==> config.mk <==
export PLATFORM = sky130hd
export DESIGN_NAME = stream_writer
export DESIGN_NICKNAME = d
export VERILOG_FILES = /design/src/verilog/stream_pkg.sv /design/src/verilog/host_pkg.sv /design/src/verilog/stream_writer.sv /design/src/verilog/sync_fifo.sv /design/src/verilog/transfer_sequencer.sv /design/src/verilog/transfer_splitter.sv
export SDC_FILE = /design/constraint.sdc
export NUM_CORES = 2
export LEC_CHECK = 0
export ABC_CLOCK_PERIOD_IN_PS = 8850
export BUFFER_PORTS_ARGS = -buffer_cell sky130_fd_sc_hd__clkbuf_2
export CAP_MARGIN = 5
export CORE_ASPECT_RATIO = 0.7
export CORE_MARGIN = 3
export CORE_UTILIZATION = 41
export DETAILED_ROUTE_END_ITERATION = 10
export PLACE_DENSITY_LB_ADDON = 0.25
export SETUP_SLACK_MARGIN = 0.15
export SYNTH_ARGS = -nofsm -noshare
export SYNTH_HDL_FRONTEND = slang
export SYNTH_SLANG_ARGS = --single-unit
==> constraint.sdc <==
create_clock -name clk -period 8.85 [get_ports clk]
set_clock_uncertainty 0.15 [all_clocks]
set_input_delay 0.4425 -clock clk [delete_from_list [all_inputs] [get_ports clk]]
set_output_delay 0.4425 -clock clk [all_outputs]
set_load 0.01 [all_outputs]
==> src/verilog/stream_pkg.sv <==
package stream_pkg;

    // ------------------------------------------------------------------
    // Data path geometry
    // ------------------------------------------------------------------

    // Width of one stream beat in bits
    localparam int DATA_BITS = 64;
    // Bytes carried by one full beat
    localparam int DATA_BYTES = DATA_BITS / 8;

    // Largest write that goes to the host in one request
    // Must stay a whole number of beats
    localparam int TRANSFER_BYTES = 64;

    // Wide enough to hold TRANSFER_BYTES itself, not just TRANSFER_BYTES-1
    localparam int LEN_BITS = $clog2(TRANSFER_BYTES) + 1;
    // Wide enough to hold the ones-count of a full keep
    localparam int KEEP_COUNT_BITS = $clog2(DATA_BYTES) + 1;

    // ------------------------------------------------------------------
    // Buffering
    // ------------------------------------------------------------------

    // Room for two whole transfers so the input can run ahead of the host
    localparam int DATA_FIFO_DEPTH = 2 * (TRANSFER_BYTES / DATA_BYTES);
    localparam int LEN_FIFO_DEPTH = 16;

    // One beat of the byte stream
    // Keep is all ones except on a beat that carries last
    typedef struct packed {
        logic [DATA_BITS-1:0]  data;
        logic [DATA_BYTES-1:0] keep;
        logic                  last;
    } stream_beat_t;

    // Byte count of one transfer, zero marks an empty end of stream
    typedef logic [LEN_BITS-1:0] transfer_len_t;

endpackage

==> src/verilog/host_pkg.sv <==
package host_pkg;

    // ------------------------------------------------------------------
    // Host addressing
    // ------------------------------------------------------------------

    localparam int VADDR_BITS = 48;

    // Id this writer places on requests and expects back on completions
    localparam logic [2:0] STREAM_ID = 3'd2;

    typedef logic [VADDR_BITS-1:0] vaddr_t;

    // Host memory region handed to the writer
    // Size is a nonzero multiple of the transfer length
    typedef struct packed {
        vaddr_t vaddr;
        vaddr_t size;
    } buffer_desc_t;

    // ------------------------------------------------------------------
    // Request and completion queues
    // ------------------------------------------------------------------

    // One local write of len bytes starting at vaddr
    typedef struct packed {
        vaddr_t                    vaddr;
        stream_pkg::transfer_len_t len;
        logic [2:0]                dest;
    } write_req_t;

    // One completion per accepted request, tagged with the stream it belongs to
    typedef struct packed {
        logic [2:0] dest;
    } completion_t;

    // Value raised to the host when a region is closed
    // Bytes written is limited to 2^28, which bounds the region size
    typedef struct packed {
        logic        last;
        logic [27:0] bytes_written;
        logic [2:0]  stream_id;
    } notify_value_t;

endpackage

==> src/verilog/stream_writer.sv <==
`timescale 1ns/100ps

module stream_writer (
    input  logic                     clk,
    input  logic                     reset_synced,

    // Input byte stream
    input  logic                     i_in_valid,
    input  stream_pkg::stream_beat_t i_in,
    output logic                     o_in_ready,

    // Host memory region
    input  logic                     i_buf_valid,
    input  host_pkg::buffer_desc_t   i_buf,
    output logic                     o_buf_ready,

    // Write requests
    output logic                     o_req_valid,
    output host_pkg::write_req_t     o_req,
    input  logic                     i_req_ready,

    // Payload towards the host
    output logic                     o_out_valid,
    output stream_pkg::stream_beat_t o_out,
    input  logic                     i_out_ready,

    // Completions
    input  logic                     i_cpl_valid,
    input  host_pkg::completion_t    i_cpl,

    // Notification
    output logic                     o_notify_valid,
    output host_pkg::notify_value_t  o_notify,
    input  logic                     i_notify_ready
);

    import stream_pkg::*;

    // ------------------------------------------------------------------
    // Splitter to FIFOs
    // ------------------------------------------------------------------

    logic          split_beat_valid;
    stream_beat_t  split_beat;
    logic          split_beat_ready;
    logic          split_len_valid;
    transfer_len_t split_len;
    logic          split_len_ready;

    // ------------------------------------------------------------------
    // FIFOs to sequencer
    // ------------------------------------------------------------------

    logic          fifo_beat_valid;
    stream_beat_t  fifo_beat;
    logic          fifo_beat_ready;
    logic          fifo_len_valid;
    transfer_len_t fifo_len;
    logic          fifo_len_ready;

    transfer_splitter i_transfer_splitter (
        .clk          (clk),
        .reset_synced (reset_synced),
        .i_in_valid   (i_in_valid),
        .i_in         (i_in),
        .o_in_ready   (o_in_ready),
        .o_beat_valid (split_beat_valid),
        .o_beat       (split_beat),
        .i_beat_ready (split_beat_ready),
        .o_len_valid  (split_len_valid),
        .o_len        (split_len),
        .i_len_ready  (split_len_ready)
    );

    sync_fifo #(
        .WIDTH ($bits(stream_beat_t)),
        .DEPTH (DATA_FIFO_DEPTH)
    ) i_data_fifo (
        .clk          (clk),
        .reset_synced (reset_synced),
        .i_valid      (split_beat_valid),
        .i_data       (split_beat),
        .o_ready      (split_beat_ready),
        .o_valid      (fifo_beat_valid),
        .o_data       (fifo_beat),
        .i_ready      (fifo_beat_ready)
    );

    sync_fifo #(
        .WIDTH (LEN_BITS),
        .DEPTH (LEN_FIFO_DEPTH)
    ) i_len_fifo (
        .clk          (clk),
        .reset_synced (reset_synced),
        .i_valid      (split_len_valid),
        .i_data       (split_len),
        .o_ready      (split_len_ready),
        .o_valid      (fifo_len_valid),
        .o_data       (fifo_len),
        .i_ready      (fifo_len_ready)
    );

    transfer_sequencer i_transfer_sequencer (
        .clk            (clk),
        .reset_synced   (reset_synced),
        .i_buf_valid    (i_buf_valid),
        .i_buf          (i_buf),
        .o_buf_ready    (o_buf_ready),
        .i_len_valid    (fifo_len_valid),
        .i_len          (fifo_len),
        .o_len_ready    (fifo_len_ready),
        .i_beat_valid   (fifo_beat_valid),
        .i_beat         (fifo_beat),
        .o_beat_ready   (fifo_beat_ready),
        .o_req_valid    (o_req_valid),
        .o_req          (o_req),
        .i_req_ready    (i_req_ready),
        .o_out_valid    (o_out_valid),
        .o_out          (o_out),
        .i_out_ready    (i_out_ready),
        .i_cpl_valid    (i_cpl_valid),
        .i_cpl          (i_cpl),
        .o_notify_valid (o_notify_valid),
        .o_notify       (o_notify),
        .i_notify_ready (i_notify_ready)
    );

endmodule

==> src/verilog/sync_fifo.sv <==
`timescale 1ns/100ps

module sync_fifo #(
    parameter int WIDTH = 8,
    parameter int DEPTH = 16
) (
    input  logic             clk,
    input  logic             reset_synced,

    // Write side
    input  logic             i_valid,
    input  logic [WIDTH-1:0] i_data,
    output logic             o_ready,

    // Read side shows the first word without a read request
    output logic             o_valid,
    output logic [WIDTH-1:0] o_data,
    input  logic             i_ready
);

    logic [WIDTH-1:0] mem [DEPTH];

    logic [$clog2(DEPTH)-1:0] wr_ptr;
    logic [$clog2(DEPTH)-1:0] rd_ptr;
    logic [$clog2(DEPTH+1)-1:0] count;

    logic push;
    logic pop;

    assign o_ready = count != ($clog2(DEPTH+1))'(DEPTH);
    assign o_valid = count != '0;
    assign o_data = mem[rd_ptr];

    assign push = i_valid & o_ready;
    assign pop = o_valid & i_ready;

    // Payload storage
    always_ff @(posedge clk) begin
        if (push) begin
            mem[wr_ptr] <= i_data;
        end
    end

    // Pointers wrap back to zero after DEPTH-1
    always_ff @(posedge clk) begin
        if (!reset_synced) begin
            wr_ptr <= '0;
            rd_ptr <= '0;
            count <= '0;
        end else begin
            if (push) begin
                wr_ptr <= (wr_ptr == ($clog2(DEPTH))'(DEPTH - 1)) ? '0 : wr_ptr + 1'b1;
            end
            if (pop) begin
                rd_ptr <= (rd_ptr == ($clog2(DEPTH))'(DEPTH - 1)) ? '0 : rd_ptr + 1'b1;
            end
            // A push and a pop in the same cycle leave the count unchanged
            if (push && !pop) begin
                count <= count + 1'b1;
            end else if (pop && !push) begin
                count <= count - 1'b1;
            end
        end
    end

endmodule

==> src/verilog/transfer_sequencer.sv <==
`timescale 1ns/100ps

module transfer_sequencer (
    input  logic                      clk,
    input  logic                      reset_synced,

    // Host memory region
    input  logic                      i_buf_valid,
    input  host_pkg::buffer_desc_t    i_buf,
    output logic                      o_buf_ready,

    // Transfer lengths from the length FIFO
    input  logic                      i_len_valid,
    input  stream_pkg::transfer_len_t i_len,
    output logic                      o_len_ready,

    // Beats from the data FIFO
    input  logic                      i_beat_valid,
    input  stream_pkg::stream_beat_t  i_beat,
    output logic                      o_beat_ready,

    // Write requests to the host
    output logic                      o_req_valid,
    output host_pkg::write_req_t      o_req,
    input  logic                      i_req_ready,

    // Payload stream that follows each request
    output logic                      o_out_valid,
    output stream_pkg::stream_beat_t  o_out,
    input  logic                      i_out_ready,

    // Completions are always accepted
    input  logic                      i_cpl_valid,
    input  host_pkg::completion_t     i_cpl,

    // Notification to the host
    output logic                      o_notify_valid,
    output host_pkg::notify_value_t   o_notify,
    input  logic                      i_notify_ready
);

    import stream_pkg::*;
    import host_pkg::*;

    typedef enum logic [2:0] {
        WAIT_DESC,
        REQUEST,
        TRANSFER,
        WAIT_COMPLETION,
        WAIT_NOTIFY,
        DONE
    } seq_state_t;

    seq_state_t state;

    // Region being filled, vaddr advances by each requested length
    vaddr_t vaddr;
    vaddr_t alloc_size;
    vaddr_t bytes_written;
    vaddr_t num_requests;
    vaddr_t num_completions;
    logic last_transfer;

    // Length held for the current or next transfer
    transfer_len_t len_q;
    logic len_held;
    logic len_release;

    // Progress inside the current transfer
    transfer_len_t bytes_in_xfer;
    transfer_len_t bytes_in_xfer_next;
    logic [KEEP_COUNT_BITS-1:0] beat_bytes;
    logic xfer_done;
    logic beat_fire;
    logic drop_empty;
    logic cpl_hit;

    // ------------------------------------------------------------------
    // Handshake decode
    // ------------------------------------------------------------------

    assign beat_bytes = KEEP_COUNT_BITS'($countones(i_beat.keep));
    assign bytes_in_xfer_next = bytes_in_xfer + LEN_BITS'(beat_bytes);
    assign xfer_done = bytes_in_xfer_next == len_q;
    assign beat_fire = (state == TRANSFER) & i_beat_valid & i_out_ready;

    // A zero length means the stream ended on an empty beat
    // That beat is still in the data FIFO and gets dropped here
    assign drop_empty = (state == REQUEST) & len_held & (len_q == '0) & i_beat_valid;

    // The held length is given up when its bytes are all forwarded
    assign len_release = (beat_fire & xfer_done) | drop_empty;
    assign o_len_ready = ~len_held | len_release;

    assign cpl_hit = i_cpl_valid & (i_cpl.dest == STREAM_ID);

    assign o_buf_ready = state == WAIT_DESC;
    assign o_req_valid = (state == REQUEST) & len_held & (len_q != '0);
    assign o_req.vaddr = vaddr;
    assign o_req.len = len_q;
    assign o_req.dest = STREAM_ID;

    // Beats pass unchanged except that last now marks the end of a transfer
    assign o_out_valid = (state == TRANSFER) & i_beat_valid;
    assign o_out.data = i_beat.data;
    assign o_out.keep = i_beat.keep;
    assign o_out.last = xfer_done;
    assign o_beat_ready = ((state == TRANSFER) & i_out_ready) | drop_empty;

    assign o_notify_valid = state == WAIT_NOTIFY;
    assign o_notify.last = last_transfer;
    assign o_notify.bytes_written = bytes_written[27:0];
    assign o_notify.stream_id = STREAM_ID;

    // ------------------------------------------------------------------
    // Length register
    // ------------------------------------------------------------------

    // Registering the length puts a cycle between its arrival and the request
    always_ff @(posedge clk) begin
        if (!reset_synced) begin
            len_held <= 1'b0;
        end else if (i_len_valid && o_len_ready) begin
            len_held <= 1'b1;
        end else if (len_release) begin
            len_held <= 1'b0;
        end
    end

    always_ff @(posedge clk) begin
        if (i_len_valid && o_len_ready) begin
            len_q <= i_len;
        end
    end

    // ------------------------------------------------------------------
    // Control FSM
    // ------------------------------------------------------------------

    always_ff @(posedge clk) begin
        if (!reset_synced) begin
            state <= WAIT_DESC;
            bytes_written <= '0;
            num_requests <= '0;
            num_completions <= '0;
            last_transfer <= 1'b0;
            bytes_in_xfer <= '0;
        end else begin
            // Completions count in every state, a new region clears them below
            if (cpl_hit) begin
                num_completions <= num_completions + 1'b1;
            end

            case (state)
                WAIT_DESC: begin
                    if (i_buf_valid) begin
                        vaddr <= i_buf.vaddr;
                        alloc_size <= i_buf.size;
                        bytes_written <= '0;
                        num_requests <= '0;
                        num_completions <= '0;
                        last_transfer <= 1'b0;
                        state <= REQUEST;
                    end
                end
                REQUEST: begin
                    if (o_req_valid && i_req_ready) begin
                        vaddr <= vaddr + vaddr_t'(len_q);
                        bytes_written <= bytes_written + vaddr_t'(len_q);
                        num_requests <= num_requests + 1'b1;
                        bytes_in_xfer <= '0;
                        state <= TRANSFER;
                    end else if (drop_empty) begin
                        // Earlier requests of this region may still be in flight
                        last_transfer <= 1'b1;
                        state <= WAIT_COMPLETION;
                    end
                end
                TRANSFER: begin
                    if (beat_fire) begin
                        if (!xfer_done) begin
                            bytes_in_xfer <= bytes_in_xfer_next;
                        end else if (i_beat.last ||
                                alloc_size < bytes_written + vaddr_t'(TRANSFER_BYTES)) begin
                            // Stream ended or another full transfer would overrun the region
                            last_transfer <= i_beat.last;
                            state <= WAIT_COMPLETION;
                        end else begin
                            state <= REQUEST;
                        end
                    end
                end
                WAIT_COMPLETION: begin
                    if (num_completions == num_requests) begin
                        state <= WAIT_NOTIFY;
                    end
                end
                WAIT_NOTIFY: begin
                    if (i_notify_ready) begin
                        state <= DONE;
                    end
                end
                // One turnaround cycle before the next region is taken
                DONE: begin
                    state <= WAIT_DESC;
                end
                default: begin
                    state <= WAIT_DESC;
                end
            endcase
        end
    end

endmodule

==> src/verilog/transfer_splitter.sv <==
`timescale 1ns/100ps

module transfer_splitter (
    input  logic                      clk,
    input  logic                      reset_synced,

    // Byte stream from outside
    input  logic                      i_in_valid,
    input  stream_pkg::stream_beat_t  i_in,
    output logic                      o_in_ready,

    // Beats towards the data FIFO
    output logic                      o_beat_valid,
    output stream_pkg::stream_beat_t  o_beat,
    input  logic                      i_beat_ready,

    // Transfer lengths towards the length FIFO
    output logic                      o_len_valid,
    output stream_pkg::transfer_len_t o_len,
    input  logic                      i_len_ready
);

    import stream_pkg::*;

    // Bytes taken so far for the transfer being built
    transfer_len_t count;
    transfer_len_t count_next;
    logic [KEEP_COUNT_BITS-1:0] beat_bytes;
    logic split;
    logic accept;

    // ------------------------------------------------------------------
    // Length cutting
    // ------------------------------------------------------------------

    assign beat_bytes = KEEP_COUNT_BITS'($countones(i_in.keep));
    assign count_next = count + LEN_BITS'(beat_bytes);

    // A transfer closes on the beat that fills it or on the end of stream
    assign split = (count_next == LEN_BITS'(TRANSFER_BYTES)) | i_in.last;

    // Beat and length must enter their FIFOs together, so both need room
    assign o_in_ready = i_beat_ready & i_len_ready;
    assign accept = i_in_valid & o_in_ready;

    // Each push is qualified by the other FIFO only, never by its own ready
    assign o_beat_valid = i_in_valid & i_len_ready;
    assign o_beat = i_in;

    assign o_len_valid = i_in_valid & i_beat_ready & split;
    // The total includes the closing beat, which may add zero bytes
    assign o_len = count_next;

    always_ff @(posedge clk) begin
        if (!reset_synced) begin
            count <= '0;
        end else if (accept) begin
            if (split) begin
                count <= '0;
            end else begin
                count <= count_next;
            end
        end
    end

endmodule
======== After elaboration in Yosys (flattened, before gate mapping) ========
Memory sizes are Yosys's and may differ from the RTL's. A register that Yosys moved wholly into a read port is not among the register bits.
Index checks and enable logic that the tools add are counted.
operators by class
  add/sub/neg operators ................... 29
  $lt $le $gt $ge ......................... 1
  equality and inequality tests ........... 25
  mux-type cells .......................... 48
  bitwise operators ....................... 23
  reduce and logical (&&, ||, !) cells .... 28
operator list
  operator                                       number
  two-way mux 48 bit                             8
  one-hot mux 48 bit (2 select lines)            3
  adder 48 x 1 -> 48 bit, second input constant  2
  adder 48 x 7 -> 48 bit                         2
  adder 48 x 7 -> 48 bit, second input constant  1
  equality test 48 bit                           1
  less-than comparator 48 bit                    1
  two-way mux 7 bit                              4
  adder 4 bit                                    6
  two-way mux 4 bit                              6
  two-way mux 3 bit                              7
  two-way mux 5 bit                              4
  AND 1 bit                                      18
  adder 1 x 1 -> 2 bit                           8
  adder 4 x 1 -> 4 bit, second input constant    4
  equality test 4 bit, second input constant     4
  one-hot mux 3 bit (5 select lines)             1
  adder 7 x 4 -> 7 bit                           2
  one-hot mux 7 bit (2 select lines)             1
  two-way mux 1 bit                              12
  adder 5 x 1 -> 5 bit, second input constant    2
  != test 2 x 1 -> 1 bit, second input constant  5
  != test 2 bit, second input constant           5
  != test 5 bit, second input constant           2
  24 further kinds                               45
storage, ports and cells
  register bits after elaboration ......... 285
  RAM bits ................................ 1280
  input port bits ......................... 180
  output and inout port bits .............. 168
  memories ................................ 2
memory list
  memory           words  width  rd ports  clocked after memory_dff  write ports  line             text
  i_data_fifo.mem  16     73     1         1                         1            sync_fifo.sv:21  logic [WIDTH-1:0] mem [DEPTH];
  i_len_fifo.mem   16     7      1         1                         1            sync_fifo.sv:21

======== Logic depth before layout (Yosys ltp) ========
  depth after elaboration ................. 12
  mapped depth ............................ 32

======== Hierarchy ========
A second synthesis with hierarchy kept.
unflattened totals
  cell total of the unflattened synthesis .. 4001
  area total of the unflattened synthesis .. 66251.0 um2
by module, submodules not included
  module                    times used  cells each  area each (um2)  seq. area each (um2)
  sync_fifo at i_data_fifo  1           1892        44547.7          35414.0
  transfer_sequencer        1           1674        15310.9          6216.0
  sync_fifo at i_len_fifo   1           287         5186.2           3703.6
  transfer_splitter         1           148         1206.2           140.1

======== Worst setup path before layout ========
Ideal clock, no wire load.
  kind .................................... reg-to-reg
  start ................................... register with a tool-made name
  end ..................................... register i_len_fifo.count[4]
  setup time .............................. 0.070 ns
  arrival time ............................ 7.898 ns
  slack ................................... 0.732 ns
  stages on the path, launching flop included .. 30
  buffers on the path ..................... 5
  path through ............................ dfxtp_1 -> clkbuf_1 -> buf_2 -> buf_2 -> buf_1 -> mux4_2 -> mux4_2 -> ha_1 -> fa_1 -> fa_1 -> ha_1 -> inv_1 -> fa_1 -> inv_1 -> ha_1 -> and3_1 -> clkbuf_1 -> o21a_1 -> or3_2 -> a31oi_1 -> nor3_4 -> o21ai_4 -> ha_1 -> inv_1 -> ha_1 -> a21o_1 -> a21oi_1 -> xnor2_1 -> or3_1 -> a21oi_1
RTL lines
  what                  line             text
  end signal, assigned  sync_fifo.sv:59  count <= count + 1'b1;
  end signal, assigned  sync_fifo.sv:61  count <= count - 1'b1;
  end, declared         sync_fifo.sv:25  logic [$clog2(DEPTH+1)-1:0] count;

==> results.py <==
metrics = {
    "worst_setup_path": {
        "arrival_ns": 8.54,
        "cp_max_fo": 41,
        "cp.required_ns": 9.40,
        "worst_setup_path_start_kind": "flop",
        "path_cells": "buf_4, mux4_2, mux4_2, ha_1, fa_1, ha_1, inv_1, fa_1, inv_1, ha_1, and3_1, a221oi_2, xnor2_1, or4_4, nor3_4, o21ai_4, ha_1, inv_1, ha_1, a21o_1, a21oi_1, xnor2_1, or3_1, a21oi_1",
        "critPathCaptureType": "flop",
        "critPathKind": "flop to flop",
        "worst_path_largest_cell_delay_ns": 0.75,
        "path_common_cell": "ha_1",
        "crit_slowest_cell": "buf_4",
    },
    "synthesis": {
        "synth.most_common_cell": "edfxtp_1",
        "async_flop_share_pct": 0,
        "seq_area_frac_synth_pct": 69.9,
        "synth_edf_count": 1383,
        "syn_avg_cell_area_um2": 17.7,
        "synth_top_cells_by_area": "edfxtp_1 (64%), mux4_2 (14%), dfxtp_1 (6.0%)",
        "yosys_warnings": 0,
        "yosysTopAreaCellShare_pct": 64.0,
        "synthFlopType": "edfxtp_1",
        "ys_ff_latch": 1576,
        "syn_area_um2": 64900,
        "syn_inst": 3674,
        "yosysTopAreaCell": "edfxtp_1",
        "synth_common_cells": "edfxtp_1 (1383), mux4_2 (399), nor2_1 (244)",
        "synthDistinctLibCells": 81,
    },
    "global_routing": {
        "grt_use_met1_pct": 28.6,
        "grt_first_pass_wirelength_um": 234000,
        "antenna_found_initial": 14,
        "groute.usage.overall_pct": 19.2,
        "grt-ovfl-total": 0,
        "met2_usage_pct": 29.1,
        "met3_usage_pct": 3.49,
        "grt_pass1_vias": 35100,
        "grt_max_degree": 97,
        "top_usage_layer": "met2",
    },
    "die": {
        "die_area_um2": 163000,
        "die_h_um": 339,
        "io_pins": 348,
        "initial_utilization_pct": 41.5,
        "die_w_um": 482,
        "core.rowCount": 121,
        "core_um2": 156000,
    },
    "placed_design": {
        "place.gp.congestion": 0.822,
        "place_inst": 5987,
        "dp_hpwl_um": 91500,
        "port_buffers": 341,
    },
    "timing": {
        "fmax_mhz": 125,
        "rsz0062_at_grt": "no",
        "worst_pin_slew_ns": 1.13,
        "setup_viol": 0,
        "fin_crit_ns": 7.99,
        "tns_ns": 0,
        "finalHoldViolCount": 0,
        "fin_crit_sh_pct": 90.3,
        "drv_slew": 0,
        "max_slew_margin_pct": 24.3,
    },
    "detailed_routing": {
        "vias": 34900,
        "ant_nets": 0,
        "firstDrtPassIters": 8,
        "drt-total-wl_um": 157000,
        "drt-initial-drc-count": 3042,
        "routedWlPerCell_um": 24.4,
        "via_per_inst": 5.42,
        "drc": 0,
    },
    "clock_tree": {
        "numCtsBuffers": 152,
        "cts_buffer_depth": 3,
        "tritoncts": "built",
        "clock_latency_ns": 0.78,
        "clk_pin_slew_ns": 0.06,
        "cts.sinks": 1576,
        "root_buffer": "clkbuf_16",
        "post-cts-setup-buffer-count": 0,
        "htree_levels": 4,
    },
    "power_and_ir_drop": {
        "internal_power_mw": 13.1,
        "leakagePower_nw": 24.6,
        "p_clk_share_pct": 35.1,
        "p_per_area_nw_per_um2": 236,
        "vdd_ir_drop_max_mv": 0.181,
        "switchingPower_mw": 4.73,
        "comb_power_share_pct": 15.3,
        "p_sw_share_pct": 26.5,
        "seqPwrFrac_pct": 49.5,
    },
    "final_layout": {
        "finalNetCount": 4519,
        "post-route-util_pct": 48.3,
        "drive_gt1_share_pct": 24.6,
        "fill_cells": 13100,
        "finalNonFillerCells": 6441,
        "area_delta_synth_final_pct": 16.4,
    },
    "worst_hold_path": {
        "min_path_type": "primary input to flop",
    },
    "run_status": {
        "status": "finished, final reports clean",
    },
    "job": {
        "drv_cap": 0,
    },
}
## metrics by stage
step                      hold WS [ns]  cell area, um2  total power [mW]  worst slack (ns)
after floorplan                  0.285           64900              10.6             0.732
after global placement           0.306           69100              11.7             0.866
after detailed placement         0.316           69100              11.7             0.753
after CTS                       0.0384           75600              18.1             0.733
after global routing             0.110           75600              18.6             0.352
final                            0.121           75600              17.8             0.862
## sequential cells by signal (all words and copies together), names as in the netlist, named ones only
register / flops
i_data_fifo.wr_ptr: 4
i_transfer_sequencer.num_requests: 48
i_transfer_sequencer.len_q: 7
i_len_fifo.count: 5
i_len_fifo.rd_ptr: 4
i_transfer_sequencer.bytes_written: 48
i_len_fifo.mem: 112
i_data_fifo.rd_ptr: 4
i_data_fifo.mem: 1168
i_transfer_sequencer.alloc_size: 48
i_len_fifo.wr_ptr: 4
i_transfer_sequencer.vaddr: 48
i_transfer_sequencer.len_held: 1
i_transfer_sequencer.state: 3
i_transfer_sequencer.num_completions: 48
i_transfer_sequencer.bytes_in_xfer: 7
i_transfer_sequencer.last_transfer: 1
i_data_fifo.count: 5
i_transfer_splitter.count: 7
## worst paths after layout
check / startpoint / end / slack, ns / cells past startpoint
max: flop / i_len_fifo.count[4]$_SDFFE_PN0P_ / 0.86 / 24
min: i_buf_valid / i_transfer_sequencer.last_transfer$_SDFFE_PN0P_ / 0.12 / 6
max reg2reg: flop / i_len_fifo.count[4]$_SDFFE_PN0P_ / 0.86 / 24
min reg2reg: i_transfer_sequencer.last_transfer$_SDFFE_PN0P_ / i_transfer_sequencer.last_transfer$_SDFFE_PN0P_ / 0.33 / 2
## kinds of logic after synthesis
| kind of cell | Yosys count | synth area share [%] |
|---|---|---|
| DFF | 1576 | 69.9 |
| xor gates and xnor gates | 276 | 3.74 |
| adders and majority gates | 117 | 2.42 |
| and+or+nand+nor | 789 | 5.89 |
| AOI/OAI and AO/OA | 257 | 2.39 |
| muxes | 408 | 14.0 |
| buffers and inverters | 249 | 1.66 |
| other | 2 | 0.0116 |
## per-layer routing
layer | up-vias | share of wire [%]
met1 | 18100 | 45
met5 | - | 0.017
met3 | 201 | 6.4
met2 | 1045 | 46
met4 | 4 | 2.4
li1 | 15500 | -
## critical path: cells and delay by family, from the launching register on
kind	cells	cell delay (ns)
flops	1	0.70
mux	2	1.12
simple gates	4	1.46
fa+ha+maj	7	2.18
xor+xnor	2	0.22
compound gates	5	1.07
buf+inv	4	0.95
## cell usage in the layout (no fill, tap or decap), types with 65 or more instances in the layout
master         netlist  final
a21oi_1             83     83
buf_4               37     65
clkbuf_16            0    152
clkbuf_2             0    341
dfxtp_1            193    187
dlygate4sd3_1        0    172
edfxtp_1          1383   1383
ha_1               103    103
mux4_2             399    399
nand2_1            208    207
nand3_1             82     82
nor2_1             244    230
o21ai_0             94     94
xnor2_1            120    120
xor2_1             155    155
## layout make-up
cell class | instances | area, um2 | area share (%)
diodes | 5 | 12.5 | 0.0166
clock buffers | 194 | 4010 | 5.31
clock inverters | 83 | 767 | 1.01
inverters | 61 | 229 | 0.303
multi-input cells | 1853 | 18600 | 24.6
flip-flops and latches | 1576 | 45400 | 60.1
well taps | 2091 | 2620 | 3.46
repair buffers | 578 | 3920 | 5.18
## what timing repair did
action | CTS | global route
hold endpoints to repair | 1253 | 0
hold buffers | 172 | 0
gates resized for setup | 0 | 0
## power by group through the flow
stage / clock (mW) / sequential, mW / combinational (mW)
after floorplan: 0 / 8.92 / 1.71
after global placement: 0 / 8.99 / 2.69
after detailed placement: 0 / 8.99 / 2.72
after CTS: 6.44 / 8.84 / 2.79
after global routing: 6.75 / 8.87 / 3.02
final: 6.26 / 8.83 / 2.74
(Power assumes the default switching activity.)
